## config.mk

```make
export PLATFORM = sky130hd
export DESIGN_NAME = reg_file
export DESIGN_NICKNAME = d
export VERILOG_FILES = /design/src/hdl/rv_pkg.sv /design/src/hdl/reg_file.sv
export SDC_FILE = /design/constraint.sdc
export NUM_CORES = 1
export LEC_CHECK = 0
export BUFFER_PORTS_ARGS = -buffer_cell sky130_fd_sc_hd__buf_2
export CAP_MARGIN = 5
export CORE_ASPECT_RATIO = 2
export CORE_MARGIN = 5
export CORE_UTILIZATION = 45
export CTS_CLUSTER_SIZE = 12
export DETAILED_ROUTE_END_ITERATION = 7
export PLACE_DENSITY_LB_ADDON = 0.05
export SYNTH_ARGS = -nofsm -noshare
export SYNTH_HDL_FRONTEND = slang
export SYNTH_SLANG_ARGS = --single-unit
```

## constraint.sdc

```tcl
create_clock -name clk -period 7 [get_ports clk]
set_input_delay 1.05 -clock clk [delete_from_list [all_inputs] [get_ports clk]]
set_output_delay 1.05 -clock clk [all_outputs]
set_load 0.005 [all_outputs]
```

## src/hdl/rv_pkg.sv

```systemverilog
// rv32i core shared types
package rv_pkg;

	// data or address word
	typedef logic [31:0] word_t;

	// architectural register number
	typedef logic [4:0] reg_idx_t;

	// alu operations
	typedef enum logic [3:0] {
		alu_add,
		alu_sub,
		alu_and,
		alu_or,
		alu_xor,
		alu_slt,
		alu_sll,
		alu_srl,
		alu_pass_b
	} alu_op_e;

	// what execute and memory do with an instruction
	typedef enum logic [2:0] {
		kind_alu,
		kind_load,
		kind_store,
		kind_branch,
		kind_jal
	} kind_e;

	// ******************************
	// major opcodes, inst[6:0]
	localparam logic [6:0] op_lui    = 7'b0110111;
	localparam logic [6:0] op_opimm  = 7'b0010011;
	localparam logic [6:0] op_op     = 7'b0110011;
	localparam logic [6:0] op_load   = 7'b0000011;
	localparam logic [6:0] op_store  = 7'b0100011;
	localparam logic [6:0] op_branch = 7'b1100011;
	localparam logic [6:0] op_jal    = 7'b1101111;

endpackage

```

## src/hdl/reg_file.sv

```systemverilog
// integer register file
`timescale 1ns/1ps

module reg_file (
	input  logic             clk,
	input  rv_pkg::reg_idx_t rs1,
	input  rv_pkg::reg_idx_t rs2,
	output rv_pkg::word_t    rs1_data,
	output rv_pkg::word_t    rs2_data,
	input  logic             wen,
	input  rv_pkg::reg_idx_t rd,
	input  rv_pkg::word_t    wdata
);
	import rv_pkg::*;

	// x0 slot rewritten with zero every cycle
	word_t regs [32];

	// asynchronous read ports
	assign rs1_data = regs[rs1];
	assign rs2_data = regs[rs2];

	// single write port from writeback
	always_ff @(posedge clk) begin
		regs[0] <= '0;
		// x0 writes dropped here
		if (wen && (rd != '0)) begin
			regs[rd] <= wdata;
		end
	end

	// a write aimed at x0 must not show up on a later read
	a_x0_rs1: assert property (@(posedge clk)
		(rs1 == '0) |-> (rs1_data == '0));
	a_x0_rs2: assert property (@(posedge clk)
		(rs2 == '0) |-> (rs2_data == '0));

endmodule

```

# Word level (Yosys, flattened, before mapping)

Memories as Yosys holds them, arrays and structs flattened.
Index checks and enable logic that the tools add are counted.
Widths: inputs -> output; s select.

Multiplexer cells: 2
Reduce and logical (&&, ||, !) cells: 2

Operator list:

| cell              | number |
|---|---|
| $reduce_bool 5->1 | 1 |
| $mux 1            | 2 |
| $logic_and 1x1->1 | 1 |

Flip-flop bits (word level): 0
Memory bits (writable): 1024
Input bits: 49
Output and inout port bits: 64
Memories: 1

Memories:

| name | depth | width | rd ports | clocked after memory_dff | write ports | RTL line       | text |
|---|---|---|---|---|---|---|---|
| regs | 32    | 32    | 2        | 0                        | 2           | reg_file.sv:17 | `word_t regs [32];` |

# Longest topological paths before layout

Gate-level depths: netlist of the first run.

Depth after elaboration: 4
Depth in mapped cells: 8
Gate-level depth less buffers: 5

# Worst setup path before layout of the first run

Ideal clock, no wire load.

Path kind: input port to flip-flop
From: input rd[1]
To: memory regs[12][0] in the netlist's numbering, enable pin
Library setup time: 421 ps
Data arrival time: 3049 ps
Required time: 6579 ps
Path slack: 3530 ps
Cell stages on the path: 3
Path buffers: 1
Cell sequence: or3b_2 clkbuf_1 nor2_1

RTL lines:

| element     | RTL line       | text |
|---|---|---|
| from (decl) | reg_file.sv:11 | `input rv_pkg::reg_idx_t rd,` |
| to (decl)   | reg_file.sv:17 |  |

# Worst setup path in the final report of the first run

From: input rs2[1]
To: output rs2_data[5]

Word-level cells in the longest chain between the ends: 1

Ends and longest elaborated chain:

| element       | RTL line      | text |
|---|---|---|
| from (decl)   | reg_file.sv:7 | `input rv_pkg::reg_idx_t rs2,` |
| $mem_v2 32x32 | -             |  |
| to (decl)     | reg_file.sv:9 | `output rv_pkg::word_t rs2_data,` |

No other way between the ends.

==> flow_metrics.env, run 1 <==
export IMPL_status="complete, no violations"
export IMPL_final_common_cell="mux2i_1"
export IMPL_postLayoutCoreUtil_pct=49.8
export IMPL_rsz0062_at_grt="no"
export IMPL_finalSetupTns_ps=0
export IMPL_cts_sinks=1024
export IMPL_final_cell_mix="mux2i_1, edfxtp_1, nand3_1"
export IMPL_drt_iter0_markers=2766
export IMPL_rows=170
export IMPL_multi_input_area_sq_mm=0.0169
export IMPL_syn_inst=3386
export IMPL_final_nets=3516
export IMPL_cts_resized=0
export IMPL_ys_seq_area_share_pct=62.8
export IMPL_finalHoldViolations=0
export IMPL_globalRouteOverflowTotal=0
export IMPL_layout_drive_gt1_share_pct=10.3
export IMPL_port_buffers=112
export IMPL_pin_count=113
export IMPL_tightest_slew_ps=1250
export IMPL_regMostFlops="regs"
export IMPL_critPathArrivalTime_ps=3850
export IMPL_htreeDepth=3
export IMPL_cts_setup_buffers=0
export IMPL_largest_reg_flops=1024
export IMPL_report_final_slew_viol_count=0
export IMPL_crit_fanout=106
export IMPL_min_from="wdata[3]"
export IMPL_min_path_type="in -> reg"
export IMPL_route_met3_wl_mm=10.5
export IMPL_ys_types=25
export IMPL_syn_area_per_cell_sq_um=14.3
export IMPL_antenna_found_initial=14
export IMPL_seq_area_sq_mm=0.0304
export IMPL_syn_area_sq_mm=0.0485
export IMPL_met2_length_mm=83.5
export IMPL_cts_made_buffers=98
export IMPL_post_drt_via_cell_ratio=6.45
export IMPL_grtUsageTotal_pct=28.4
export IMPL_p_leak_nw=19.8
export IMPL_crit_required_ps=5950
export IMPL_start_util_pct=45.2
export IMPL_clkTransAtPathRegs_ps=60
export IMPL_grt_max_degree=107
export IMPL_fmax_mhz=204
export IMPL_cts_hold_buf=0
export IMPL_synth_seq_cells=1024
export IMPL_relSlewSlack_pct=16.8
export IMPL_period_share_pct=70.0
export IMPL_wirelength_mm=169
export IMPL_fp_coreArea_sq_mm=0.107
export IMPL_wl_per_cell_microns=34.2
export IMPL_fin_crit_ps=4900
export IMPL_vdd_drop_max_mv=0.200
export IMPL_grt_pass1_vias=32800
export IMPL_whs_ps=827
export IMPL_setup_viol=0
export IMPL_cp_start_kind="input pin"
export IMPL_reg_top3="regs: 1024 flops"
export IMPL_fin_ws_ps=2100
export IMPL_yosys_warnings=0
export IMPL_hold_depth=1
export IMPL_end_kind="primary output"
export IMPL_setup_worst_path_class="in -> out"
export IMPL_firstDrtPassIters=5
export IMPL_cts_root_buf="clkbuf_16"
export IMPL_die_w_microns=242
export IMPL_power_density_mw_per_mm2=245
export IMPL_ant_nets=0
export IMPL_max_cap_violations=0
export IMPL_die_h_microns=474
export IMPL_nFillCells=9245
export IMPL_syn2layout_area_growth_pct=10.2
export IMPL_grt_pass1_wl_mm=236
export IMPL_clk_path_buf_depth=3
export IMPL_dpl_cell_area_sq_mm=0.0505
export IMPL_vias=31700
export IMPL_drc=0
export IMPL_die_area_sq_mm=0.115
export IMPL_cts_tree="yes"
export IMPL_preCtsSetupSlack_ps=2090
export IMPL_dp_hpwl_mm=92.2
export IMPL_place_congestion=0.811
export IMPL_highest_layer="met5"
export IMPL_wirelength_met1_mm=68.1
export IMPL_fin_area_sq_mm=0.0534
export IMPL_whs_endpoint="regs[13][3]"
==> worst max-delay path, cell delays in order <==
cell and delay, ps:
buf_8 810, buf_4 590, buf_4 350, mux2i_1 210, a22oi_1 110, nand3_1 150
nand3_1 220, buf_2 220
==> area by class of cell <==
class | count | area share (%)
diodes | 7 | 0.0328
repair buffers | 203 | 2.76
multi-input cells | 2140 | 31.6
clock buffers | 169 | 5.28
flip-flops and latches | 1024 | 57.0
clock inverters | 5 | 0.0656
well taps | 1376 | 3.22
==> logic make-up after synthesis <==
family | synth area share [%]
mux | 21.1
flops | 62.8
compound gates | 8.10
simple gates | 4.74
buf+inv | 3.23
other cells | 0.00774
==> where the power goes <==
part	leakage, nW	internal, mW	total [mW]	switching (mW)
Clock	1.37	2.71	4.98	2.27
Sequential	9.21	6.80	6.84	0.0364
Combinational	9.22	0.413	1.25	0.840
==> how the worst max path moves through the flow <==
stage | from | to | cells past startpoint
global route | rs2[1] | rs2_data[5] | 8
floorplan | rd[1] | regs[12][0] | 3
finish | rs2[1] | rs2_data[5] | 8
global placement | rs2[1] | rs2_data[5] | 8
CTS | rs2[1] | rs2_data[9] | 8
detailed placement | rs2[1] | rs2_data[9] | 8
==> routing by layer <==
metal / up-vias / track usage [%]
met3: 329 / 3.82
met2: 1306 / 49.0
met1: 16600 / 36.7
met5: - / 0
li1: 13500 / -
met4: 4 / 10.6
==> synthesized netlist by cell type (all sizes together) <==
library cell / count / area (sq um)
or3: 1 / 6.26
nand3: 194 / 971
nor2: 34 / 128
or3b: 3 / 26.3
nand2: 195 / 732
a31oi: 64 / 400
nor2b: 4 / 25.0
nor3: 64 / 320
dfxtp: 32 / 641
or2: 2 / 12.5
nand2b: 4 / 25.0
conb: 1 / 3.75
and2: 2 / 12.5
clkbuf: 84 / 330
a21oi: 192 / 961
mux2i: 1024 / 10200
nand3b: 5 / 37.5
edfxtp: 992 / 29800
buf: 169 / 1240
a22o: 128 / 1120
a22oi: 192 / 1440
==> metrics by stage <==
stage               power, mW  cells
floorplan                7.69   3417
global placement         8.20   4743
detailed placement       8.22   4743
CTS                      13.1   4917
global route             13.4   4919
finish                   13.1   4924
Note: power is estimated with default switching activity, not from simulation.
==> inputs of run 2 (changes only) <==
==> constraint.sdc (replaced) <==
create_clock -name clk -period 4.1 [get_ports clk]
set_input_delay 0.615 -clock clk [delete_from_list [all_inputs] [get_ports clk]]
set_output_delay 0.615 -clock clk [all_outputs]
set_load 0.005 [all_outputs]
==> run 2 against run 1 <==
Compared with the run above:
- flip-flop and latch count did not move
- clock power rose by 74%
- sequential power rose by 71%
- worst setup slack got worse by 1700 ps
- via count rose by 1.3%
- sequential share of layout area fell by 1.1 points
- critical path depth rose by 1
- routed wire length rose by 1.1%
- combinational power rose by 77%
- non-clock buffer count rose by 49
- final cell count rose by 1.1%
- global-route usage rose by 0.32 points
==> flow_metrics.env, run 2 (synthesis results as in run 1) <==
export IMPL_status="complete, no violations"
export IMPL_fin_ws_ps=413
export IMPL_fin_crit_ps=3690
export IMPL_cts_resized=0
export IMPL_crit_path_end="rs2_data[30]"
export IMPL_setup_worst_path_class="in -> out"
export IMPL_crit_required_ps=3480
export IMPL_grt_pass1_wl_mm=239
export IMPL_syn2layout_area_growth_pct=12.3
export IMPL_cts_hold_buf=0
export IMPL_p_leak_nw=20.2
export IMPL_place_congestion=0.819
export IMPL_finalHoldViolations=0
export IMPL_ant_nets=0
export IMPL_regMostFlops="regs"
export IMPL_final_common_cell="mux2i_1"
export IMPL_reg_top3="regs: 1024 flops"
export IMPL_globalRouteOverflowTotal=0
export IMPL_slowest_delay_ps=410
export IMPL_period_share_pct=89.9
export IMPL_layout_drive_gt1_share_pct=11.6
export IMPL_fp_coreArea_sq_mm=0.107
export IMPL_cts_root_buf="clkbuf_16"
export IMPL_post_drt_via_cell_ratio=6.46
export IMPL_port_buffers=112
export IMPL_antenna_found_initial=13
export IMPL_crit_fanout=46
export IMPL_max_cap_violations=0
export IMPL_final_nets=3565
export IMPL_seq_area_sq_mm=0.0304
export IMPL_fmax_mhz=271
export IMPL_vdd_drop_max_mv=0.317
export IMPL_wirelength_mm=170
export IMPL_die_w_microns=242
export IMPL_whs_ps=409
export IMPL_clkTransAtPathRegs_ps=60
export IMPL_setup_viol=0
export IMPL_pin_count=113
export IMPL_end_kind="primary output"
export IMPL_drc=0
export IMPL_nFillCells=9070
export IMPL_htreeDepth=3
export IMPL_cts_setup_buffers=0
export IMPL_grt_max_degree=70
export IMPL_cts_made_buffers=98
export IMPL_preCtsSetupSlack_ps=351
export IMPL_start_util_pct=45.2
export IMPL_relSlewSlack_pct=34.5
export IMPL_multi_input_area_sq_mm=0.0169
export IMPL_critPathArrivalTime_ps=3070
export IMPL_cts_tree="yes"
export IMPL_drt_iter0_markers=2911
export IMPL_rsz0062_at_grt="no"
export IMPL_die_h_microns=474
export IMPL_cp_start_kind="input pin"
export IMPL_final_cell_mix="mux2i_1, edfxtp_1, nand3_1"
export IMPL_vias=32200
export IMPL_clk_path_buf_depth=3
export IMPL_finalSetupTns_ps=0
export IMPL_slowest_stage="buf_8"
export IMPL_largest_reg_flops=1024
export IMPL_postLayoutCoreUtil_pct=50.8
export IMPL_stdcell_count=4979
export IMPL_crit_top_cell="buf_12"
export IMPL_tightest_slew_ps=983
export IMPL_report_final_slew_viol_count=0
export IMPL_min_path_type="in -> reg"
export IMPL_cts_sinks=1024
export IMPL_firstDrtPassIters=5
export IMPL_rows=170
export IMPL_grt_pass1_vias=33400
export IMPL_crit_chain="buf_8 > buf_12 > buf_12 > mux2i_1 > a22o_1 > nor3_1 > a31oi_1 > nand3_1 > buf_2"
export IMPL_grtUsageTotal_pct=28.7
export IMPL_die_area_sq_mm=0.115
export IMPL_wl_per_cell_microns=34.2
export IMPL_critPathLaunch="rs2[1]"
export IMPL_power_density_mw_per_mm2=414
export IMPL_dp_hpwl_mm=94.0
export IMPL_dp_cells=4792
-- run 2: final cells by class --
class	instances	area share, %
Antenna cell	8	0.0368
Clock buffer	172	5.30
Clock inverter	7	0.120
Multi-Input combinational cell	2140	31.0
Sequential cell	1024	55.9
Tap cell	1376	3.16
Timing Repair Buffer	252	4.45
-- run 2: how the worst min path moves through the flow --
stage	from	cells past startpoint	slack [ps]	to
finish	wdata[16]	1	410	regs[25][16]
global route	wdata[10]	1	400	regs[28][10]
CTS	wdata[10]	1	360	regs[28][10]
detailed placement	wdata[10]	1	1120	regs[7][10]
global placement	wdata[28]	1	1100	regs[1][28]
floorplan	wdata[0]	0	710	regs[10][0]
-- run 2: critical path: cells and delay by family --
kind / cells / cell delay, ps
multiplexers: 1 / 300
AND/OR/NAND/NOR: 2 / 310
AO/OA/AOI/OAI: 2 / 480
buffers and inverters: 4 / 1250
-- run 2: power breakdown --
| part | total (mW) | internal [mW] | switching, mW | leakage [nW] |
|---|---|---|---|---|
| combinational | 2.21 | 0.763 | 1.44 | 9.62 |
| sequential | 11.7 | 11.6 | 0.0637 | 9.21 |
| clock | 8.65 | 4.79 | 3.86 | 1.42 |
-- run 2: metal layers --
layer  global-route usage [%]  up-vias  wire, microns
met1                     35.4    16800          66000
li1                         -    13600              -
met2                     50.1     1366          85300
met3                     4.48      395          10800
met4                     12.7        4           8360
met5                        0        -             26
-- run 2: per-stage QoR --
stage | total power [mW] | cell area, sq um
2_1_floorplan | 13.1 | 48600
3_3_place_gp | 14.1 | 51500
3_5_place_dp | 14.1 | 51500
4_1_cts | 22.7 | 54400
5_1_grt | 23.2 | 54400
6_report | 22.5 | 54400
