File: src/hdl/rv_pkg.sv
// rv32i core shared types
package rv_pkg;

	// data or address word
	typedef logic [31:0] word_t;

	// architectural register number
	typedef logic [4:0] reg_idx_t;

	// alu operations
	typedef enum logic [3:0] {
		alu_add,
		alu_sub,
		alu_and,
		alu_or,
		alu_xor,
		alu_slt,
		alu_sll,
		alu_srl,
		alu_pass_b
	} alu_op_e;

	// what execute and memory do with an instruction
	typedef enum logic [2:0] {
		kind_alu,
		kind_load,
		kind_store,
		kind_branch,
		kind_jal
	} kind_e;

	// ******************************
	// major opcodes, inst[6:0]
	localparam logic [6:0] op_lui    = 7'b0110111;
	localparam logic [6:0] op_opimm  = 7'b0010011;
	localparam logic [6:0] op_op     = 7'b0110011;
	localparam logic [6:0] op_load   = 7'b0000011;
	localparam logic [6:0] op_store  = 7'b0100011;
	localparam logic [6:0] op_branch = 7'b1100011;
	localparam logic [6:0] op_jal    = 7'b1101111;

endpackage

File: src/hdl/execute_unit.sv
// execute stage
`timescale 1ns/1ps

module execute_unit (
	input  logic             clk,
	input  logic             rst,
	input  logic             id_ex_valid,
	output logic             id_ex_ready,
	input  rv_pkg::word_t    id_ex_pc,
	input  rv_pkg::alu_op_e  id_ex_op,
	input  rv_pkg::word_t    id_ex_a,
	input  rv_pkg::word_t    id_ex_b,
	input  rv_pkg::word_t    id_ex_imm,
	input  rv_pkg::reg_idx_t id_ex_rd,
	input  logic             id_ex_wen,
	input  rv_pkg::kind_e    id_ex_kind,
	output logic             flush,
	output rv_pkg::word_t    redirect_pc,
	output logic             ex_mem_valid,
	input  logic             ex_mem_ready,
	output rv_pkg::word_t    ex_mem_result,
	output rv_pkg::word_t    ex_mem_store_data,
	output rv_pkg::reg_idx_t ex_mem_rd,
	output logic             ex_mem_wen,
	output rv_pkg::kind_e    ex_mem_kind,
	output rv_pkg::word_t    ex_mem_pc
);
	import rv_pkg::*;

	word_t alu_out;
	word_t result;
	logic  operands_eq;
	logic  taken;
	logic  fire;

	// ******************************
	// alu
	always_comb begin
		case (id_ex_op)
			alu_add:    alu_out = id_ex_a + id_ex_b;
			alu_sub:    alu_out = id_ex_a - id_ex_b;
			alu_and:    alu_out = id_ex_a & id_ex_b;
			alu_or:     alu_out = id_ex_a | id_ex_b;
			alu_xor:    alu_out = id_ex_a ^ id_ex_b;
			alu_slt:    alu_out = {31'b0, $signed(id_ex_a) < $signed(id_ex_b)};
			alu_sll:    alu_out = id_ex_a << id_ex_b[4:0];
			alu_srl:    alu_out = id_ex_a >> id_ex_b[4:0];
			alu_pass_b: alu_out = id_ex_b;
			default:    alu_out = '0;
		endcase
	end

	// result by kind
	always_comb begin
		case (id_ex_kind)
			kind_load,
			kind_store: result = id_ex_a + id_ex_imm;
			kind_jal:   result = id_ex_pc + 32'd4;
			default:    result = alu_out;
		endcase
	end

	// ******************************
	// branch resolve
	// op sub means beq, xor means bne
	assign operands_eq = (id_ex_a == id_ex_b);
	assign taken = (id_ex_kind == kind_jal) ||
		((id_ex_kind == kind_branch) &&
		((id_ex_op == alu_sub) ? operands_eq : !operands_eq));

	assign id_ex_ready = !ex_mem_valid || ex_mem_ready;
	assign fire        = id_ex_valid && id_ex_ready;

	// one cycle, the branch leaves ID/EX on this edge
	assign flush       = fire && taken;
	assign redirect_pc = id_ex_pc + id_ex_imm;

	// EX/MEM register
	always_ff @(posedge clk) begin
		if (rst) begin
			ex_mem_valid <= 1'b0;
		end else if (id_ex_ready) begin
			ex_mem_valid <= id_ex_valid;
		end
	end

	always_ff @(posedge clk) begin
		if (fire) begin
			ex_mem_result     <= result;
			ex_mem_store_data <= id_ex_b;
			ex_mem_rd         <= id_ex_rd;
			ex_mem_wen        <= id_ex_wen;
			ex_mem_kind       <= id_ex_kind;
			ex_mem_pc         <= id_ex_pc;
		end
	end

	// ******************************
	// checks
	// decode drops its entry, so no second flush follows
	a_flush_pulse: assert property (@(posedge clk) disable iff (rst)
		flush |=> !flush);

endmodule

File: config.mk
export PLATFORM = sky130hd
export DESIGN_NAME = execute_unit
export DESIGN_NICKNAME = d
export VERILOG_FILES = /design/src/hdl/rv_pkg.sv /design/src/hdl/execute_unit.sv
export SDC_FILE = /design/constraint.sdc
export NUM_CORES = 1
export LEC_CHECK = 0
export BUFFER_PORTS_ARGS = -buffer_cell sky130_fd_sc_hd__buf_2
export CAP_MARGIN = 20
export CORE_MARGIN = 2
export CORE_UTILIZATION = 35
export CTS_BUF_LIST = sky130_fd_sc_hd__clkbuf_4 sky130_fd_sc_hd__clkbuf_8 sky130_fd_sc_hd__clkbuf_16
export DETAILED_ROUTE_END_ITERATION = 16
export GPL_ROUTABILITY_DRIVEN = 0
export PLACE_DENSITY_LB_ADDON = 0.25
export RECOVER_POWER = 100
export SYNTH_ARGS = -nofsm -noshare
export SYNTH_HDL_FRONTEND = slang
export SYNTH_SLANG_ARGS = --single-unit
File: constraint.sdc
create_clock -name clk -period 8.6 [get_ports clk]
set_input_delay 1.72 -clock clk [delete_from_list [all_inputs] [get_ports clk]]
set_output_delay 1.72 -clock clk [all_outputs]
set_load 0.02 [all_outputs]
## Yosys cells after proc, flatten, opt, wreduce, memory -nomap -nowiden

Cells that the tools add are included.

- Word-level logic and storage cells: 43
- Input bits: 145
- Output and inout bits: 140
- Register bits: 106

- Shifts and indexed selects: 2
- Reductions and logical operators: 9
- Equal/unequal tests: 13
- Bitwise operators: 3
- $add $sub $neg: 5
- $lt $le $gt $ge: 1
- Mux-type cells: 3

Operators with widths:

| kind | number |
|---|---|
| 32-bit one-hot mux with 9 select lines | 1 |
| 32-bit adder | 3 |
| 32-bit one-hot mux with 2 select lines | 1 |
| 32-bit by 3-bit adder with 32-bit output, second input constant | 1 |
| 32-bit bitwise AND | 1 |
| 32-bit equality test | 1 |
| 32-bit < comparator | 1 |
| 32-bit OR | 1 |
| 32-bit by 5-bit << shifter with 32-bit output | 1 |
| 32-bit by 5-bit >> shifter with 32-bit output | 1 |
| 32-bit subtractor | 1 |
| 32-bit bitwise XOR | 1 |
| 4-bit by 3-bit equality test with 1-bit output, second input constant | 4 |
| 4-bit by 2-bit equality test with 1-bit output, second input constant | 2 |
| 3-bit by 2-bit equality test with 1-bit output, second input constant | 2 |
| 4-bit by 1-bit equality test with 1-bit output, second input constant | 1 |
| 4-bit equality test, second input constant | 1 |
| 4-bit zero test | 1 |
| 3-bit by 1-bit equality test with 1-bit output, second input constant | 1 |
| 3-bit equality test, second input constant | 1 |
| 1-bit logical AND | 3 |
| 1-bit zero test | 2 |
| 1-bit logical OR | 2 |
| 2-bit OR reduction | 1 |
| 1-bit 2-to-1 mux | 1 |

## Longest topological paths before layout

Gate-level depths: netlist (run 1).

- Depth in word-level cells: 6
- Gate-level depth with buffers: 15
- Mapped depth without buffers: 12

## Worst setup path after synthesis (run 1)

No wires, ideal clock.

- Path type: input port to output port
- Start point: input ex_mem_ready
- End point: output flush
- Stages: 3
- Buffers on the path: 0
- Arrival time: 4.891 ns
- Required time: 6.880 ns
- Slack: 1.989 ns
- Cell sequence: nand2b_1 and2_1 o21a_1

- Longest elaborated chain between the ends: 3

Ends and longest elaborated chain:

| item | line | source |
|---|---|---|
| start: declaration | execute_unit.sv:20 | `input logic ex_mem_ready,` |
| 1-bit logical OR | execute_unit.sv:71 | `assign id_ex_ready = !ex_mem_valid \|\| ex_mem_ready;` |
| 1-bit logical AND | execute_unit.sv:72 | `assign fire = id_ex_valid && id_ex_ready;` |
| named net fire | execute_unit.sv:34 | `logic fire;` |
| 1-bit logical AND | execute_unit.sv:75 | `assign flush = fire && taken;` |
| end: declaration | execute_unit.sv:17 | `output logic flush,` |

The timed path passes the listed nets, and every way through them passes these cells.

## Worst setup path after layout (run 1)

- Start point: input id_ex_b[3]
- End point: register ex_mem_result[18] (data pin)

- Longest elaborated chain between the ends: 3
- Elaborated cells on any way between the ends: 6
- Those cells by class: add/sub (2); shift (2); mux (2)

Ends and longest elaborated chain:

| item | line | source |
|---|---|---|
| start: declaration | execute_unit.sv:12 | `input rv_pkg::word_t id_ex_b,` |
| 32-bit subtractor, or another cell as far along | execute_unit.sv:41 | `alu_sub: alu_out = id_ex_a - id_ex_b;` |
| 32-bit one-hot mux with 9 select lines * | execute_unit.sv:39 | `case (id_ex_op)` |
| 32-bit one-hot mux with 2 select lines * | execute_unit.sv:55 | `case (id_ex_kind)` |
| named net result[18] | execute_unit.sv:31 | `word_t result;` |
| end signal: assignment | execute_unit.sv:89 | `ex_mem_result <= result;` |
| end: declaration | execute_unit.sv:21 | `output rv_pkg::word_t ex_mem_result,` |

The timed path passes the listed nets; every way through them passes the cells marked *.
A chain may end at the register's enable or synchronous reset.

==> impl_metrics.ini, run 1 <==
[yosys]
synthMuxAreaShare_pct = 11.3
synth_fp_nets = 2165
synth_top_family_by_area = compound AO/OA/AOI/OAI gates
synth_enable_flop_cells = 105
synth_top_area_share_pct = 20.2
synthCells = 1856
ys.flop_type = edfxtp_1
netlist_area_sq_mm = 0.0156
ys_ff_latch = 106
synth_adder_area_share_pct = 13.3
syn_avg_cell_area_sq_um = 8.41
yosys-top-cells-count = nor2_1, a21oi_1, ha_1
synthTopCellsByArea = edfxtp_1, ha_1, mux4_2, a21oi_1, nor2_1
synthXorXnorAreaFrac_pct = 4.66
yosysSeqAreaShare_pct = 20.3
yosys.area.top_type = edfxtp_1
ys_async_sr_fraction_pct = 0
synth_most_common_cell = nor2_1
yosys_warnings = 0
synth_compound_area_share_pct = 28.9
synth_simple_gate_area_share_pct = 15.8
synth_cell_types = 86

[clock_network]
cts-root-buf = clkbuf_16
cts_max_path_buffers = 2
ctsResizeCount = 0
clk_pin_slew_ns = 0.08
cts_sinks = 106
cts_buffers = 9
ctsHtreeMaxLevel = 3
post_cts_buffers = 0
holdBufCountCts = 0
insertion_delay_ns = 0.40
cts_tree = done

[grt]
antenna_found_initial = 3
grt_max_degree = 62
grt_overflow = 0
grt_pass1_wl_um = 97100
grt_pass1_vias = 15631
track_usage_pct = 27.3

[final_layout]
multiInputGateArea_sq_mm = 0.0116
stdcell_area_sq_mm = 0.0175
area_growth_pct = 12.4
nets = 2380
layout.area.seq_sq_mm = 0.00317
drive_above_1_share_pct = 9.49
fillCellCount = 4696

[timing]
fmax_ghz = 0.133
finClkSkew_ns = 0.0141
fin_crit_sh_pct = 87.1
worst_slack_ns = 1.11
relSlewSlack_pct = -129
rsz0062_at_grt = false
tightest_slew_ns = 3.44
finalSetupTns_ns = 0
finalMaxSlewViolations = 267
fin_crit_ns = 7.49
hold_violations = 0
setup_viol = 0

[floorplanning]
die_y_um = 215
dieArea_sq_mm = 0.0463
initial_core_util_pct = 35.4
die_w_um = 215
core_sq_mm = 0.0441
num_rows = 77
io_pins = 285

[setup_path]
cp-end-kind = flop
arrival_ns = 7.62
required_ns = 8.72
worstSetupStartpointType = input pin
worstSetupPathType = in -> reg
slowest_delay_ns = 1.89
path_max_fanout = 61
path_cells = buf_2 > clkbuf_1 > ha_1 > o21ai_0 > o21ai_0 > o21ai_0 > o31ai_1 > a41oi_1 > a2bb2oi_1 > a21oi_1 > a2111oi_0 > o21ai_0
path_common_cell = o21ai_0
slowest_stage = clkbuf_1

[run_status]
status = complete, but fails checks
violations = capacitance limit, slew limit

[place]
dp_hpwl_um = 50800
pre_cts_ws_ns = 1.99
dpl_cell_area_sq_mm = 0.0175
port_buffers = 284

[pwr]
p_leak_nw = 6.88
p_total_mw = 2.17
peakVddDrop_v = 0.0000905
powerDensity_mw_per_mm2 = 123

[routing]
wl_per_cell_um = 24.3
via_per_inst = 6.31
ant_nets = 0
firstDrtPassIters = 7
drt_wl_total_um = 65000
drt_iter0_drc = 2177
vias = 16838
drc = 0

[flow_run]
drv_cap = 5

[hold_path]
min_path_type = reg -> reg
-- through the flow --
step	hold slack, ns	util (%)	cells
2_1_floorplan	0.729	-	1856
3_3_place_gp	0.495	39.7	2650
3_5_place_dp	0.514	39.7	2650
4_1_cts	0.526	40.4	2666
5_1_grt	0.568	39.7	2670
6_report	0.533	39.7	2670
-- sequential cells by signal, indices dropped and copies added, names as in the netlist --
| name | flops |
|---|---|
| ex_mem_wen | 1 |
| ex_mem_valid | 1 |
| ex_mem_rd | 5 |
| ex_mem_result | 32 |
| ex_mem_pc | 32 |
| ex_mem_kind | 3 |
| ex_mem_store_data | 32 |
-- path summary, 6_finish.rpt --
check	slack, ns	start	end	cells after the start
worst min-delay path	0.53	ex_mem_valid	ex_mem_valid	2
worst max-delay path	1.11	id_ex_b[3]	ex_mem_result[18]	12
worst max register to register	2.72	ex_mem_valid	ex_mem_result[0]	3
worst min register to register	0.53	ex_mem_valid	ex_mem_valid	2
-- where the power goes --
| part | switching, mW | internal, mW |
|---|---|---|
| Sequential | 0.0104 | 0.621 |
| Combinational | 0.727 | 0.368 |
| Clock | 0.235 | 0.205 |
-- kinds of logic after synthesis --
kind of cell / count (synthesis)
AND/OR/NAND/NOR: 516
XOR/XNOR: 83
adder cells (fa/ha/maj): 164
multiplexers: 103
AO/OA/AOI/OAI: 663
flip-flops: 106
buffers and inverters: 221
-- critical path: cells and delay by family --
family                   cells  cell delay (ns)
AO/OA/AOI/OAI                9             3.34
adder cells (fa/ha/maj)      1             0.55
buffers and inverters        2             1.98
-- cells in the final DEF (no fill, tap or decap), types with 13 or more instances in the layout --
cell type  count
o21ai_0      119
edfxtp_1     105
o21bai_1      23
nand3_1       41
inv_1        113
a21o_1        52
nand2b_1      21
mux2i_1       39
a221oi_1      34
xnor2_1       48
nor4_1        13
a211oi_1      30
clkbuf_1     211
or3_1         27
nand2_1      103
a31oi_1       13
mux4_2        58
o31ai_1       17
buf_4         19
a21oi_1      162
nor2b_1       13
nor3_1        35
o211ai_1      24
o22ai_1       20
ha_1         160
a221o_1       21
a22oi_1       34
nand4_1       13
buf_2         79
nor2_1       186
xor2_1        35
o221ai_1      14
-- routing by layer --
layer	wire [um]	share of wire [%]	global-route usage, %	up-vias
met3	6510	10	5.56	215
met4	3880	6.0	14.3	2
met2	28600	44	42.0	1013
li1	-	-	-	7573
met5	30	0.046	0	-
met1	26000	40	36.2	8035
-- final cells by class --
type / instances / area share [%]
diodes: 2 / 0.0285
clock buffers: 10 / 1.33
clock inverters: 6 / 0.300
inverters: 116 / 2.48
multi-input cells: 1529 / 66.0
flip-flops and latches: 106 / 18.1
well taps: 592 / 4.22
repair buffers: 309 / 7.59
No activity file was read; power rests on OpenSTA's default activity.
==> run 2: changes to the inputs <==
==> constraint.sdc (replaced) <==
create_clock -name clk -period 8.6 [get_ports clk]
set_input_delay 0.43 -clock clk [delete_from_list [all_inputs] [get_ports clk]]
set_output_delay 0.43 -clock clk [all_outputs]
set_load 0.02 [all_outputs]
==> impl_metrics.ini, run 2 (same netlist as run 1, synthesis figures left out) <==
[timing]
relSlewSlack_pct = -134
rsz0062_at_grt = false
finClkSkew_ns = 0.00934
tightest_slew_ns = 3.52
fin_crit_sh_pct = 72.7
fmax_ghz = 0.160
setup_viol = 0
fin_crit_ns = 6.25
hold_violations = 0
finalSetupTns_ns = 0
finalMaxSlewViolations = 165
worst_slack_ns = 2.35

[setup_path]
ff2ff_path_depth = 3
path_max_fanout = 51
regToRegEndpoint = ex_mem_store_data[6]
required_ns = 8.75
cp-end-kind = flop
r2r_slack_ns = 4.16
timing.critical_path.from = id_ex_b[2]
setup.worst_path.end = ex_mem_result[27]
arrival_ns = 6.41
worstSetupStartpointType = input pin
rr_startpoint = ex_mem_valid
worstSetupPathType = in -> reg

[routing]
wl_met3_um = 5950
firstDrtPassIters = 8
wl_per_cell_um = 24.6
drt_iter0_drc = 2174
drc = 0
via_per_inst = 6.29
vias = 16765
drt_wl_total_um = 65600
ant_nets = 0
met2RoutedLength_um = 29300
routed.top_layer = met5
wl_met1_um = 26200

[grt]
grt_pass1_vias = 15688
antenna_found_initial = 3
track_usage_pct = 27.7
grt_max_degree = 67
grt_overflow = 0
grt_pass1_wl_um = 98300

[clock_network]
cts_buffers = 9
post_cts_buffers = 0
cts-root-buf = clkbuf_16
cts_sinks = 106
clk_pin_slew_ns = 0.09
ctsResizeCount = 0
cts_max_path_buffers = 2
cts_tree = done
insertion_delay_ns = 0.41
ctsHtreeMaxLevel = 3
holdBufCountCts = 0

[pwr]
comb_power_share_pct = 49.2
power_frac_seq_pct = 29.0
power.switching_mw = 0.970
peakVddDrop_v = 0.000102
internal-power_mw = 1.22
powerDensity_mw_per_mm2 = 125
p_leak_nw = 6.89
switching_share_pct = 44.3
clockPowerShare_pct = 21.8

[place]
port_buffers = 284
dp_hpwl_um = 51700
placed_cells_incl_taps = 2648
pre_cts_ws_ns = 3.96

[floorplanning]
core_sq_mm = 0.0441
die_y_um = 215
num_rows = 77
die_w_um = 215
initial_core_util_pct = 35.4
dieArea_sq_mm = 0.0463
io_pins = 285

[final_layout]
layout.area.seq_sq_mm = 0.00317
nets = 2376
top_regs = ex_mem_pc x32, ex_mem_result x32, ex_mem_store_data x32
fillCellCount = 4679
multiInputGateArea_sq_mm = 0.0116
final_common_cell = clkbuf_1
instances_no_fill = 2665
final_cell_mix = clkbuf_1, nor2_1, a21oi_1
drive_above_1_share_pct = 9.60
area_growth_pct = 12.4

[run_status]
status = complete, but fails checks
violations = capacitance limit, slew limit

[flow_run]
drv_cap = 3

[hold_path]
min_path_type = in -> reg
run 2: cell type report:
cell class                 instances  share of cell area [%]
multi-input combinational       1529                    65.9
sequential                       106                    18.1
timing repair buffer             305                    7.50
tap                              592                    4.22
inverter                         116                    2.48
clock buffer                       9                    1.28
clock inverter                     7                   0.478
antenna                            1                  0.0143
run 2: power by group through the flow:
stage                     clock [mW]  sequential (mW)  combinational, mW
after floorplan                    0            0.693              0.661
after global placement             0            0.644               1.06
after detailed placement           0            0.644               1.07
after CTS                      0.496            0.633               1.08
after global routing           0.511            0.638               1.16
final                          0.477            0.635               1.08
run 2: worst min path at each step:
stage / from / endpoint / cells past startpoint
5_1_grt: rst / ex_mem_valid / 2
2_1_floorplan: rst / ex_mem_valid / 1
3_3_place_gp: ex_mem_valid / ex_mem_valid / 2
4_1_cts: rst / ex_mem_valid / 2
3_5_place_dp: ex_mem_valid / ex_mem_valid / 2
6_report: rst / ex_mem_valid / 2
run 2: through the flow:
step	cell area, sq um	power, mW	hold slack, ns	utilization [%]
detailed placement	17500	1.72	0.523	39.7
floorplan	15600	1.35	0.499	-
finish	17500	2.19	0.167	39.8
CTS	17800	2.21	0.145	40.4
global placement	17500	1.71	0.497	39.7
global route	17500	2.31	0.154	39.7
run 2: critical path, cell delays in order:
cell and delay [ns]:
buf_2 0.07, clkbuf_1 1.74, clkinv_1 0.24, buf_4 0.44, ha_1 0.49, o211ai_1 0.26, o211ai_1 0.18, a221oi_1 0.71
o21ai_0 0.45, a21o_1 0.35, and4_1 0.21, or4_1 0.49, a21oi_1 0.17, o221ai_1 0.14
run 2: per-layer routing:
layer  track usage (%)  vias to the layer above
met5                 0                        -
met1              35.5                     7971
met4              15.3                        2
li1                  -                     7584
met3              6.03                      188
met2              43.4                     1020
