**src/hdl/rv_pkg.sv**
```systemverilog
// rv32i core shared types
package rv_pkg;

	// data or address word
	typedef logic [31:0] word_t;

	// architectural register number
	typedef logic [4:0] reg_idx_t;

	// alu operations
	typedef enum logic [3:0] {
		alu_add,
		alu_sub,
		alu_and,
		alu_or,
		alu_xor,
		alu_slt,
		alu_sll,
		alu_srl,
		alu_pass_b
	} alu_op_e;

	// what execute and memory do with an instruction
	typedef enum logic [2:0] {
		kind_alu,
		kind_load,
		kind_store,
		kind_branch,
		kind_jal
	} kind_e;

	// ******************************
	// major opcodes, inst[6:0]
	localparam logic [6:0] op_lui    = 7'b0110111;
	localparam logic [6:0] op_opimm  = 7'b0010011;
	localparam logic [6:0] op_op     = 7'b0110011;
	localparam logic [6:0] op_load   = 7'b0000011;
	localparam logic [6:0] op_store  = 7'b0100011;
	localparam logic [6:0] op_branch = 7'b1100011;
	localparam logic [6:0] op_jal    = 7'b1101111;

endpackage

```
**src/hdl/scoreboard.sv**
```systemverilog
// register busy scoreboard
`timescale 1ns/1ps

module scoreboard (
	input  logic             clk,
	input  logic             rst,
	input  logic             issue_wen,
	input  rv_pkg::reg_idx_t issue_rd,
	input  logic             wb_wen,
	input  rv_pkg::reg_idx_t wb_rd,
	output logic [31:0]      busy
);
	import rv_pkg::*;

	// one pending-write bit per register
	logic [31:0] busy_q;

	assign busy = busy_q;

	// ******************************
	// update
	// clear first, then set
	// so a same-cycle issue to the register wins
	always_ff @(posedge clk) begin
		if (rst) begin
			busy_q <= '0;
		end else begin
			if (wb_wen) begin
				busy_q[wb_rd] <= 1'b0;
			end
			// decode never issues x0
			if (issue_wen) begin
				busy_q[issue_rd] <= 1'b1;
			end
		end
	end

	// ******************************
	// checks
	// x0 is never tracked
	a_x0_idle: assert property (@(posedge clk) disable iff (rst)
		!busy_q[0]);

	// decode holds on a busy destination, so no double issue
	a_no_reissue: assert property (@(posedge clk) disable iff (rst)
		(issue_wen && (issue_rd != '0)) |-> !busy_q[issue_rd]);

endmodule

```
**config.mk**
```make
export PLATFORM = sky130hd
export DESIGN_NAME = scoreboard
export DESIGN_NICKNAME = d
export VERILOG_FILES = /design/src/hdl/rv_pkg.sv /design/src/hdl/scoreboard.sv
export SDC_FILE = /design/constraint.sdc
export NUM_CORES = 1
export LEC_CHECK = 0
export ABC_AREA = 1
export BUFFER_PORTS_ARGS = -buffer_cell sky130_fd_sc_hd__buf_2
export CAP_MARGIN = 25
export CORE_ASPECT_RATIO = 1.5
export CORE_MARGIN = 4
export CORE_UTILIZATION = 49
export DETAILED_ROUTE_END_ITERATION = 10
export HOLD_SLACK_MARGIN = 0.15
export PLACE_DENSITY_LB_ADDON = 0.1
export RECOVER_POWER = 50
export SLEW_MARGIN = 5
export SYNTH_ARGS = -nofsm -noshare
export SYNTH_HDL_FRONTEND = slang
export SYNTH_SLANG_ARGS = --single-unit
```
**constraint.sdc**
```tcl
create_clock -name clk -period 1 [get_ports clk]
set_input_delay 0.1 -clock clk [delete_from_list [all_inputs] [get_ports clk]]
set_output_delay 0.1 -clock clk [all_outputs]
set_load 0.01 [all_outputs]
```
# Yosys cells after proc, flatten, opt, wreduce, memory -nomap -nowiden

Index checks and enable logic that the tools add are counted.

Flip-flop bits (word level): 32
Bits of input ports: 14
Output and inout port bits: 32
Word-level logic and storage cells: 17

Order comparisons: 4
Multiplexer cells: 7
Bitwise gates (word level): 3
Reductions and logical operators: 2

Operators by type and width:

| kind                                                                                 | count |
|---|---|
| 32-bit 2-to-1 mux                                                                    | 3 |
| 32-bit bitwise AND                                                                   | 1 |
| 32-bit NOT                                                                           | 1 |
| 32-bit bitwise OR                                                                    | 1 |
| 5-bit by 6-bit less-than comparator with 1-bit output (second input constant)        | 2 |
| 1-bit demux with 5-bit select                                                        | 2 |
| 5-bit by 1-bit greater-or-equal comparator with 1-bit output (second input constant) | 2 |
| 1-bit logical AND                                                                    | 2 |
| 1-bit 2-to-1 mux                                                                     | 2 |

# Logic depth before layout (Yosys ltp)

Gate-level depths: netlist of the first run.

Depth after elaboration: 10
Gate-level depth with buffers: 6

# Worst setup path after synthesis of the first run

No wires, ideal clock.

Path kind: input-to-reg
Start point: in wb_rd[2]
End point: reg busy_q[21], in the netlist busy[21]
Setup time: 0.132 ns
Data arrival time: 0.643 ns
Data required time: 0.868 ns
Setup slack: 0.225 ns
Cell stages on the path: 6
Path through: buf_2 -> inv_2 -> nor2_1 -> nand2_1 -> nand2_1 -> a21oi_1

Word-level cells in the longest chain between the ends: 10
Elaborated cells between the ends (all ways): 11
Those cells by class: order compare (2); mux (5); bitwise (3); reduce/logical (1)

Ends and longest elaborated chain:

| element                                                                                                                                                     | line             | source |
|---|---|---|
| start: declaration                                                                                                                                          | scoreboard.sv:10 | `input rv_pkg::reg_idx_t wb_rd,` |
| 5-bit by 6-bit less-than comparator with 1-bit output (not written as such) or 5-bit by 1-bit greater-or-equal comparator with 1-bit output (tied branches) | scoreboard.sv:29 | `busy_q[wb_rd] <= 1'b0;` |
| 1-bit logical AND (not written as such)                                                                                                                     | scoreboard.sv:29 |  |
| 1-bit 2-to-1 mux (not written as such)                                                                                                                      | scoreboard.sv:29 |  |
| 1-bit demux with 5-bit select *                                                                                                                             | scoreboard.sv:29 |  |
| 32-bit NOT (no source line) *                                                                                                                               | -                |  |
| 32-bit bitwise AND (no source line) *                                                                                                                       | -                |  |
| 32-bit 2-to-1 mux *                                                                                                                                         | scoreboard.sv:28 | `if (wb_wen) begin` |
| 32-bit 2-to-1 mux *                                                                                                                                         | scoreboard.sv:25 | `if (rst) begin` |
| 32-bit bitwise OR (no source line)                                                                                                                          | -                |  |
| 32-bit 2-to-1 mux *                                                                                                                                         | scoreboard.sv:32 | `if (issue_wen) begin` |
| end signal: assignment                                                                                                                                      | scoreboard.sv:26 | `busy_q <= '0;` |
| end signal: indexed assignment                                                                                                                              | scoreboard.sv:29 |  |
| end signal: indexed assignment                                                                                                                              | scoreboard.sv:33 | `busy_q[issue_rd] <= 1'b1;` |
| end: declaration                                                                                                                                            | scoreboard.sv:16 | `logic [31:0] busy_q;` |

Mark *: on every way between the ends. The rest lies on a longest branch, timed or not. The select of a mux whose other input is x is not followed.
A chain may end at the register's enable or synchronous reset.

# Worst setup path in the final report of the first run

Start point: reg busy_q[21], in the netlist busy[21]
End point: out busy[21]

RTL lines:

| element          | line             | source |
|---|---|---|
| end: declaration | scoreboard.sv:11 | `output logic [31:0] busy` |

No word-level cell between the ends.

==> results of run 1 <==
## per-stage QoR
stage / std cells / hold WS [ns] / power (W) / util / area [um2]
after floorplan: 205 / 0.1691 / 0.001474 / - / 1426
after global placement: 297 / 0.4446 / 0.001619 / 0.6581 / 1799
after detailed placement: 297 / 0.4466 / 0.001622 / 0.6581 / 1799
after CTS: 305 / 0.1875 / 0.002636 / 0.6911 / 1889
after global routing: 305 / 0.2143 / 0.002708 / 0.6805 / 1861
final: 305 / 0.1896 / 0.002600 / 0.6805 / 1861
## cell families after synthesis
group | count (synthesis) | share of synthesized area
AND/OR/NAND/NOR | 115 | 0.3597
AO/OA/AOI/OAI | 43 | 0.1509
flip-flops | 32 | 0.4491
buffers and inverters | 15 | 0.04035
## layout by cell type (no fill, tap or decap)
cell      Yosys  routed
nand2_1      82      82
buf_2         1      43
a21oi_1      32      32
dfxtp_1      32      32
nand3_1      12      12
o21ai_1      11      10
nor2_1        7      10
inv_2         9       9
clkbuf_1      3       9
buf_4         0       8
nor3_2        6       6
clkbuf_8      0       6
nor2_2        6       3
inv_1         2       2
nor3_4        1       1
nor3_1        1       1
o21ai_0       0       1
buf_12        0       1
## per-layer routing
metal	vias up	routed length [um]
met1	696	1544
met5	-	0
li1	795	-
met2	59	1824
met3	7	340
met4	0	91
## report_power, final
| group | total [W] | internal [W] | switching, W | leakage (nW) |
|---|---|---|---|---|
| combinational | 0.000285 | 0.0000965 | 0.000188 | 0.473 |
| clock | 0.00102 | 0.000560 | 0.000456 | 0.0455 |
| sequential | 0.00130 | 0.00129 | 0.00000725 | 0.258 |
## cell type report
class | count | area (um2) | share of cell area
timing repair buffer | 59 | 321.6 | 0.1728
tap | 37 | 46.29 | 0.02488
inverter | 11 | 41.29 | 0.02219
sequential | 32 | 640.6 | 0.3443
multi-input combinational | 158 | 720.7 | 0.3874
clock buffer | 8 | 90.09 | 0.04842
## path summary, 6_finish.rpt
kind,endpoint,startpoint,cells past startpoint
worst max-delay path,busy[21],busy[21],1
worst max register to register,busy[9],busy[9],2
worst min register to register,busy[14],busy[14],2
worst min-delay path,busy[21],rst,3
==> flow_summary_export.csv, run 1 <==
group,metric,value,unit
status,status,"finished clean",
synthesis,syn_nets,219,
synthesis,yosysUniqueCellTypes,14,
timing,relSlewSlack,0.7326,
grt,grt_max_degree,33,
timing,post-route-period-util,0.8707,
synthesis,synth_top_area_frac,0.4491,
synthesis,netlist_instances,205,
synthesis,seq_area_frac_synth,0.4491,
place,dp_hpwl,2.849,mm
floorplanning,die_h,74.08,um
worst_setup_path,cp_max_fo,2,
clocking,htreeDepth,2,
routing,dr.pass1.iters,4,
timing,fin_crit,0.8707,ns
synthesis,synth_area_leaders,"dfxtp_1, nand2_1, a21oi_1, nand3_1, nor3_2",
grt,grt_use_met3,0.04609,
grt,grt_pass1_vias,1513,
layout,num_antenna_cells,0,
clocking,cts_setup_buffers,0,
clocking,cts_tree,"built",
synthesis,ys_seq_elements,32,
synthesis,synth-edff-count,0,
layout,drive_gt1_frac,0.2873,
worst_setup_path,cp_slowest_cell,"dfxtp_1",
routing,drtIter0Drc,49,
worst_setup_path,path_buf_inv,1,
synthesis,synth_flop_cell,"dfxtp_1",
power_and_ir_drop,power_leakage,0.7769,nW
clocking,clockBufferDepth,2,
worst_setup_path,max_stage_delay,0.35,ns
worst_setup_path,cp.arrival,0.77,ns
clocking,worstSkewPairLatency,0.28,ns
worst_setup_path,end_kind,"output port",
place,gp_congestion,0.8408,
routing,drt_wl_total,3.801,mm
floorplanning,die-area,3856,um2
synthesis,avgSynthCellArea,6.958,um2
floorplanning,rows,23,
grt,grt_first_pass_wirelength,6.596,mm
grt,grt-busiest-layer,"met2",
layout,nFillCells,287,
grt,antenna_found_initial,0,
timing,rsz0062_at_grt,"no",
min_path,worstHoldPathType,"in2reg",
grt,grt_use_total,0.2296,
clocking,cts_made_buffers,5,
synthesis,yosysTopAreaCell,"dfxtp_1",
floorplanning,start_util,0.5217,
routing,drc,0,
floorplanning,ioPinCount,46,
worst_setup_path,r2r_setup_slack,0.42,ns
timing,fin_ws,0.1293,ns
floorplanning,die_x,52.05,um
routing,detail_route.vias_per_cell,5.105,
timing,final_max_slew_viol_count,0,
layout,largest_reg_flops,32,
synthesis,synthArstFlopShare,0,
worst_setup_path,cp_top_family,"flip-flops",
timing,fmax,1148,MHz
worst_setup_path,worst_ep_required_time,0.90,ns
clocking,ctsResizeCount,0,
clocking,ctsRootBufferMaster,"clkbuf_8",
timing,setup_viol,0,
place,dp_slack,-0.04594,ns
synthesis,netlist_area,1426,um2
synthesis,post-synth-top-count-cell,"nand2_1",
clocking,clkTransAtPathRegs,0.07,ns
clocking,cts_sinks,32,
clocking,hold_buffers,0,
timing,finClkSkew,0,ns
worst_setup_path,crit_path_start_kind,"flop",
power_and_ir_drop,powerDensity,1398,nW/um2
layout,syn_to_final_growth,30.44,%
routing,wire_per_inst,12.46,um
worst_setup_path,crit_type,"reg2out",
flow_run,maxCapViolCount,0,
place,port_buffers,45,
routing,ant_nets,0,
worst_setup_path,path_cells,"buf_2",
grt,grt_util_met1,0.2785,
synthesis,synth_common_cells,"nand2_1, a21oi_1, dfxtp_1",
synthesis,synth_warnings,0,
timing,worst_slew_pin_slew,0.4012,ns
routing,dr_total_vias,1557,
timing,hold_viol,0,
layout,nets,281,
power_and_ir_drop,peakVddDrop,1.433,mV
floorplanning,fp.coreArea,2734,um2
timing,setup_tns,0,ns
grt,overflow,0,
grt,gr-usage-met2,0.3832,
No activity file was read; power rests on OpenSTA's default activity.
==> run 2, diff against run 1 <==
- CORE_MARGIN: 4 -> 2
==> run 2 against run 1 <==
  * Setup slack lost 0.010 ns
  * Worst hold slack gained 0.0092 ns
  * Critical path type unchanged
  * Sequential share of layout area is 0.12 points lower
  * Count of clock-buffer cells in the layout is 2 lower
  * Sequential power hardly changed
  * Routed wire length shrank 1.5%
  * Via count rose by 0.13%
  * Critical path depth is the same
  * Fmax fell by 1.2%
  * First-iteration DRC count rose by 80%
==> flow_summary_export.csv, run 2 (synthesis results as in run 1) <==
group,metric,value,unit
worst_setup_path,end_kind,"output port",
layout,largest_reg_flops,32,
worst_setup_path,r2r_end,"busy[31]",
clocking,hold_buffers,0,
power_and_ir_drop,peakVddDrop,1.021,mV
layout,design_area,1867,um2
clocking,clkTransAtPathRegs,0.07,ns
layout,drive_gt1_frac,0.2825,
clocking,cts_setup_buffers,0,
power_and_ir_drop,power_leakage,0.7877,nW
grt,grt_max_degree,33,
timing,finClkSkew,0,ns
clocking,worstSkewPairLatency,0.28,ns
floorplanning,ioPinCount,46,
layout,seq_area,640.6,um2
worst_setup_path,max_stage_delay,0.36,ns
worst_setup_path,r2r-start,"busy[31]",
place,dp_hpwl,2.794,mm
layout,multi_input_area,715.7,um2
routing,drc,0,
place,place_inst,300,
worst_setup_path,path_buf_inv,1,
power_and_ir_drop,p_switching,0.0006591,W
floorplanning,rows,24,
timing,fmax,1135,MHz
status,status,"finished clean",
layout,final_cell_mix,"nand2_1, buf_2, a21oi_1, dfxtp_1, nand3_1",
power_and_ir_drop,internal-power,0.001936,W
floorplanning,die_x,48.05,um
timing,hold_ws,0.1989,ns
grt,overflow,0,
worst_setup_path,cp_max_fo,2,
clocking,cts_made_buffers,5,
routing,ant_nets,0,
layout,nFillCells,266,
floorplanning,start_util,0.5000,
worst_setup_path,path_cells,"buf_2",
power_and_ir_drop,p_clk_frac,0.390,
layout,mostFrequentLayoutCell,"nand2_1",
worst_setup_path,worst_ep_required_time,0.90,ns
worst_setup_path,cp_top_family,"flip-flops",
grt,antenna_found_initial,0,
floorplanning,die_h,70.08,um
timing,final_max_slew_viol_count,0,
clocking,ctsRootBufferMaster,"clkbuf_8",
clocking,cts_tree,"built",
min_path,hold_start,"rst",
power_and_ir_drop,p_seq_frac,0.501,
layout,num_antenna_cells,0,
timing,fin_crit,0.8810,ns
grt,grt_pass1_vias,1366,
min_path,whs_endpoint,"busy[15]",
routing,dr_total_vias,1559,
floorplanning,fp.coreArea,2853,um2
flow_run,maxCapViolCount,0,
timing,worst_slew_pin_slew,0.4102,ns
clocking,cts_sinks,32,
worst_setup_path,crit_path_start_kind,"flop",
worst_setup_path,r2r_setup_slack,0.41,ns
power_and_ir_drop,pwr-share-comb,0.109,
layout,final_cells,308,
grt,grt_use_total,0.2439,
timing,setup_viol,0,
worst_setup_path,rr_worst_depth,2,
routing,drtIter0Drc,88,
min_path,worstHoldPathType,"in2reg",
worst_setup_path,cp_slowest_cell,"dfxtp_1",
routing,detail_route.vias_per_cell,5.062,
clocking,clockBufferDepth,2,
min_path,hold_depth,3,
routing,wire_per_inst,12.16,um
layout,nets,282,
power_and_ir_drop,powerDensity,1390,nW/um2
worst_setup_path,cp.arrival,0.78,ns
layout,syn_to_final_growth,30.88,%
timing,post-route-period-util,0.8810,
clocking,htreeDepth,2,
timing,relSlewSlack,0.7244,
timing,rsz0062_at_grt,"no",
timing,hold_viol,0,
place,placed_area,1809,um2
clocking,ctsResizeCount,0,
place,gp_congestion,0.8573,
power_and_ir_drop,switching_share,0.2540,
grt,grt_first_pass_wirelength,5.871,mm
floorplanning,die-area,3367,um2
routing,dr.pass1.iters,6,
worst_setup_path,crit_type,"reg2out",
timing,setup_tns,0,ns
routing,drt_wl_total,3.744,mm
place,port_buffers,45,
run 2: worst max-delay path by stage:
stage | startpoint | to | slack (ns) | cells after the start
6_report | busy[9] | busy[9] | 0.12 | 1
5_1_grt | wb_rd[1] | busy[26] | 0.06 | 7
4_1_cts | busy[9] | busy[9] | 0.11 | 1
3_5_place_dp | issue_rd[4] | busy[22] | 0.07 | 5
3_3_place_gp | wb_rd[1] | busy[13] | 0.07 | 8
2_1_floorplan | wb_rd[2] | busy[21] | 0.23 | 6
run 2: worst min-delay path: cells and delay by family:
kind	cells	cell delay, ns
AOI/OAI and AO/OA	1	0.05
buffers and inverters	2	0.28
run 2: cell type report:
cell class,count,share of cell area
Clock inverter,2,0.005362
Clock buffer,6,0.04424
Multi-Input combinational cell,158,0.3834
Sequential cell,32,0.3432
Tap cell,39,0.02614
Timing Repair Buffer,60,0.1756
Inverter,11,0.02212
run 2: through the flow:
stage,total power (W),utilization,worst slack (ns)
6_report,0.002595,0.6544,0.1190
4_1_cts,0.002632,0.6667,0.1121
2_1_floorplan,0.001474,-,0.2250
3_3_place_gp,0.001622,0.6342,0.06584
5_1_grt,0.002691,0.6544,0.06136
3_5_place_dp,0.001622,0.6342,0.06628
run 2: power groups by stage:
stage	Sequential (W)	Clock (W)	Combinational (W)
2_1_floorplan	0.00133	0	0.000139
3_3_place_gp	0.00133	0	0.000295
3_5_place_dp	0.00133	0	0.000295
4_1_cts	0.00130	0.00104	0.000296
5_1_grt	0.00130	0.00108	0.000313
6_report	0.00130	0.00101	0.000284
run 2: layer usage:
layer | part of all wire | wire (um) | vias up | global-route usage
met5 | 0 | 0 | - | 0
met4 | 0.015 | 57 | 0 | 0.1081
met3 | 0.058 | 216 | 7 | 0.05426
met2 | 0.49 | 1820 | 61 | 0.3778
met1 | 0.44 | 1649 | 697 | 0.3103
li1 | - | - | 794 | -
==> run 3, diff against run 2 <==
- CORE_UTILIZATION: 49 -> 52
- CTS_BUF_LIST: not set -> sky130_fd_sc_hd__clkbuf_8
==> run 3 against run 2 <==
  * Total power fell by 0.29%
  * Clock power is essentially flat
  * Fmax is 1.6% higher
  * Critical path type unchanged
  * Highest routed layer unchanged
==> flow_summary_export.csv, run 3 (synthesis results as in run 1) <==
group,metric,value,unit
status,status,"finished clean",
layout,mostFrequentLayoutCell,"nand2_1",
routing,wire_per_inst,12.72,um
floorplanning,ioPinCount,46,
worst_setup_path,cp_slowest_cell,"dfxtp_1",
layout,drive_gt1_frac,0.2884,
routing,drc,0,
layout,syn_to_final_growth,30.96,%
routing,drt_wl_total,3.867,mm
layout,largest_reg_flops,32,
grt,grt_max_degree,33,
timing,final_max_slew_viol_count,0,
timing,post-route-period-util,0.8675,
clocking,cts_made_buffers,5,
floorplanning,die_x,46.77,um
power_and_ir_drop,power_leakage,0.8068,nW
floorplanning,fp.coreArea,2648,um2
power_and_ir_drop,peakVddDrop,1.273,mV
timing,setup_tns,0,ns
worst_setup_path,cp.arrival,0.77,ns
routing,detail_route.vias_per_cell,5.224,
power_and_ir_drop,power.total,0.002587,W
layout,num_antenna_cells,0,
clocking,clockBufferDepth,2,
timing,finClkSkew,0,ns
floorplanning,start_util,0.5388,
worst_setup_path,worst_ep_required_time,0.90,ns
layout,nFillCells,253,
clocking,ctsRootBufferMaster,"clkbuf_8",
worst_setup_path,cp_top_family,"flip-flops",
power_and_ir_drop,powerDensity,1385,nW/um2
layout,seq_area,640.6,um2
layout,nets,280,
routing,drtIter0Drc,47,
worst_setup_path,cp_max_fo,2,
clocking,htreeDepth,2,
timing,rsz0062_at_grt,"no",
worst_setup_path,end_kind,"output port",
place,dp_hpwl,2.878,mm
clocking,hold_buffers,0,
flow_run,maxCapViolCount,0,
worst_setup_path,crit_path_start_kind,"flop",
clocking,cts_setup_buffers,0,
grt,antenna_found_initial,0,
routing,dr.pass1.iters,4,
floorplanning,rows,23,
worst_setup_path,path_cells,"buf_2",
timing,relSlewSlack,0.6261,
clocking,ctsResizeCount,0,
routing,ant_nets,0,
timing,fmax,1153,MHz
place,port_buffers,45,
place,gp_congestion,0.8501,
floorplanning,die_h,68.15,um
worst_setup_path,path_buf_inv,1,
layout,final_cell_mix,"nand2_1, buf_2, a21oi_1, dfxtp_1, nand3_1",
clocking,cts_sinks,32,
grt,grt_first_pass_wirelength,6.134,mm
grt,overflow,0,
clocking,clkTransAtPathRegs,0.07,ns
floorplanning,die-area,3187,um2
grt,grt_use_total,0.2681,
routing,dr_total_vias,1588,
worst_setup_path,max_stage_delay,0.35,ns
grt,grt_pass1_vias,1437,
clocking,worstSkewPairLatency,0.28,ns
timing,fin_crit,0.8675,ns
layout,multi_input_area,703.2,um2
min_path,worstHoldPathType,"in2reg",
timing,setup_viol,0,
clocking,cts_tree,"built",
timing,hold_viol,0,
worst_setup_path,crit_type,"reg2out",
timing,worst_slew_pin_slew,0.5566,ns
[run 3: cell types whose count changed in the layout (fill, tap and decap cells not counted), moves of 2 or more]
cell / before / now
nor3_2: 5 / 2
clkbuf_1: 8 / 1
clkinv_2: 2 / 0
inv_1: 4 / 6
buf_2: 42 / 44
nor3_1: 2 / 5
[run 3: layout make-up]
class	instances	area share
timing repair buffer	58	0.1855
clock inverter	2	0.004019
clock buffer	6	0.04421
inverter	11	0.02210
tap	37	0.02478
multi-input combinational	158	0.3764
sequential	32	0.3429
[run 3: worst reg2reg max path, cell delays in order, from the launching register on]
cell and delay (ns):
dfxtp_1 0.35, o21ai_1 0.07, a21oi_1 0.13
[run 3: worst paths after layout]
kind               to     start  depth (start not counted)  slack (ns)
max           busy[9]   busy[9]                          1        0.13
min reg2reg   busy[5]   busy[5]                          2        0.45
max reg2reg  busy[27]  busy[27]                          2        0.39
min           busy[9]       rst                          3        0.20
[run 3: power by group]
part	switching [W]	internal, W	total (W)
Clock	0.000458	0.000540	0.000998
Sequential	0.00000757	0.00129	0.00130
Combinational	0.000188	0.000103	0.000291
Total	0.000653	0.00193	0.00259
[run 3: per-layer routing]
metal,up-vias,track usage,wire length [um],part of all wire
li1,790,-,-,-
met1,751,0.3052,1649,0.43
met2,42,0.4538,2014,0.52
met3,5,0.05277,155,0.040
met4,0,0.1424,48,0.012
met5,-,0,0,0
[run 3: stage by stage]
step	hold WS, ns	utilization	setup slack [ns]	instances	cell area [um2]
4_1_cts	0.1965	0.7155	0.1343	304	1894
2_1_floorplan	0.1691	-	0.2250	205	1426
6_report	0.2031	0.7056	0.1325	304	1868
5_1_grt	0.2102	0.7056	0.07776	304	1868
3_5_place_dp	0.4487	0.6815	0.02612	296	1804
3_3_place_gp	0.4421	0.6815	0.03132	296	1804
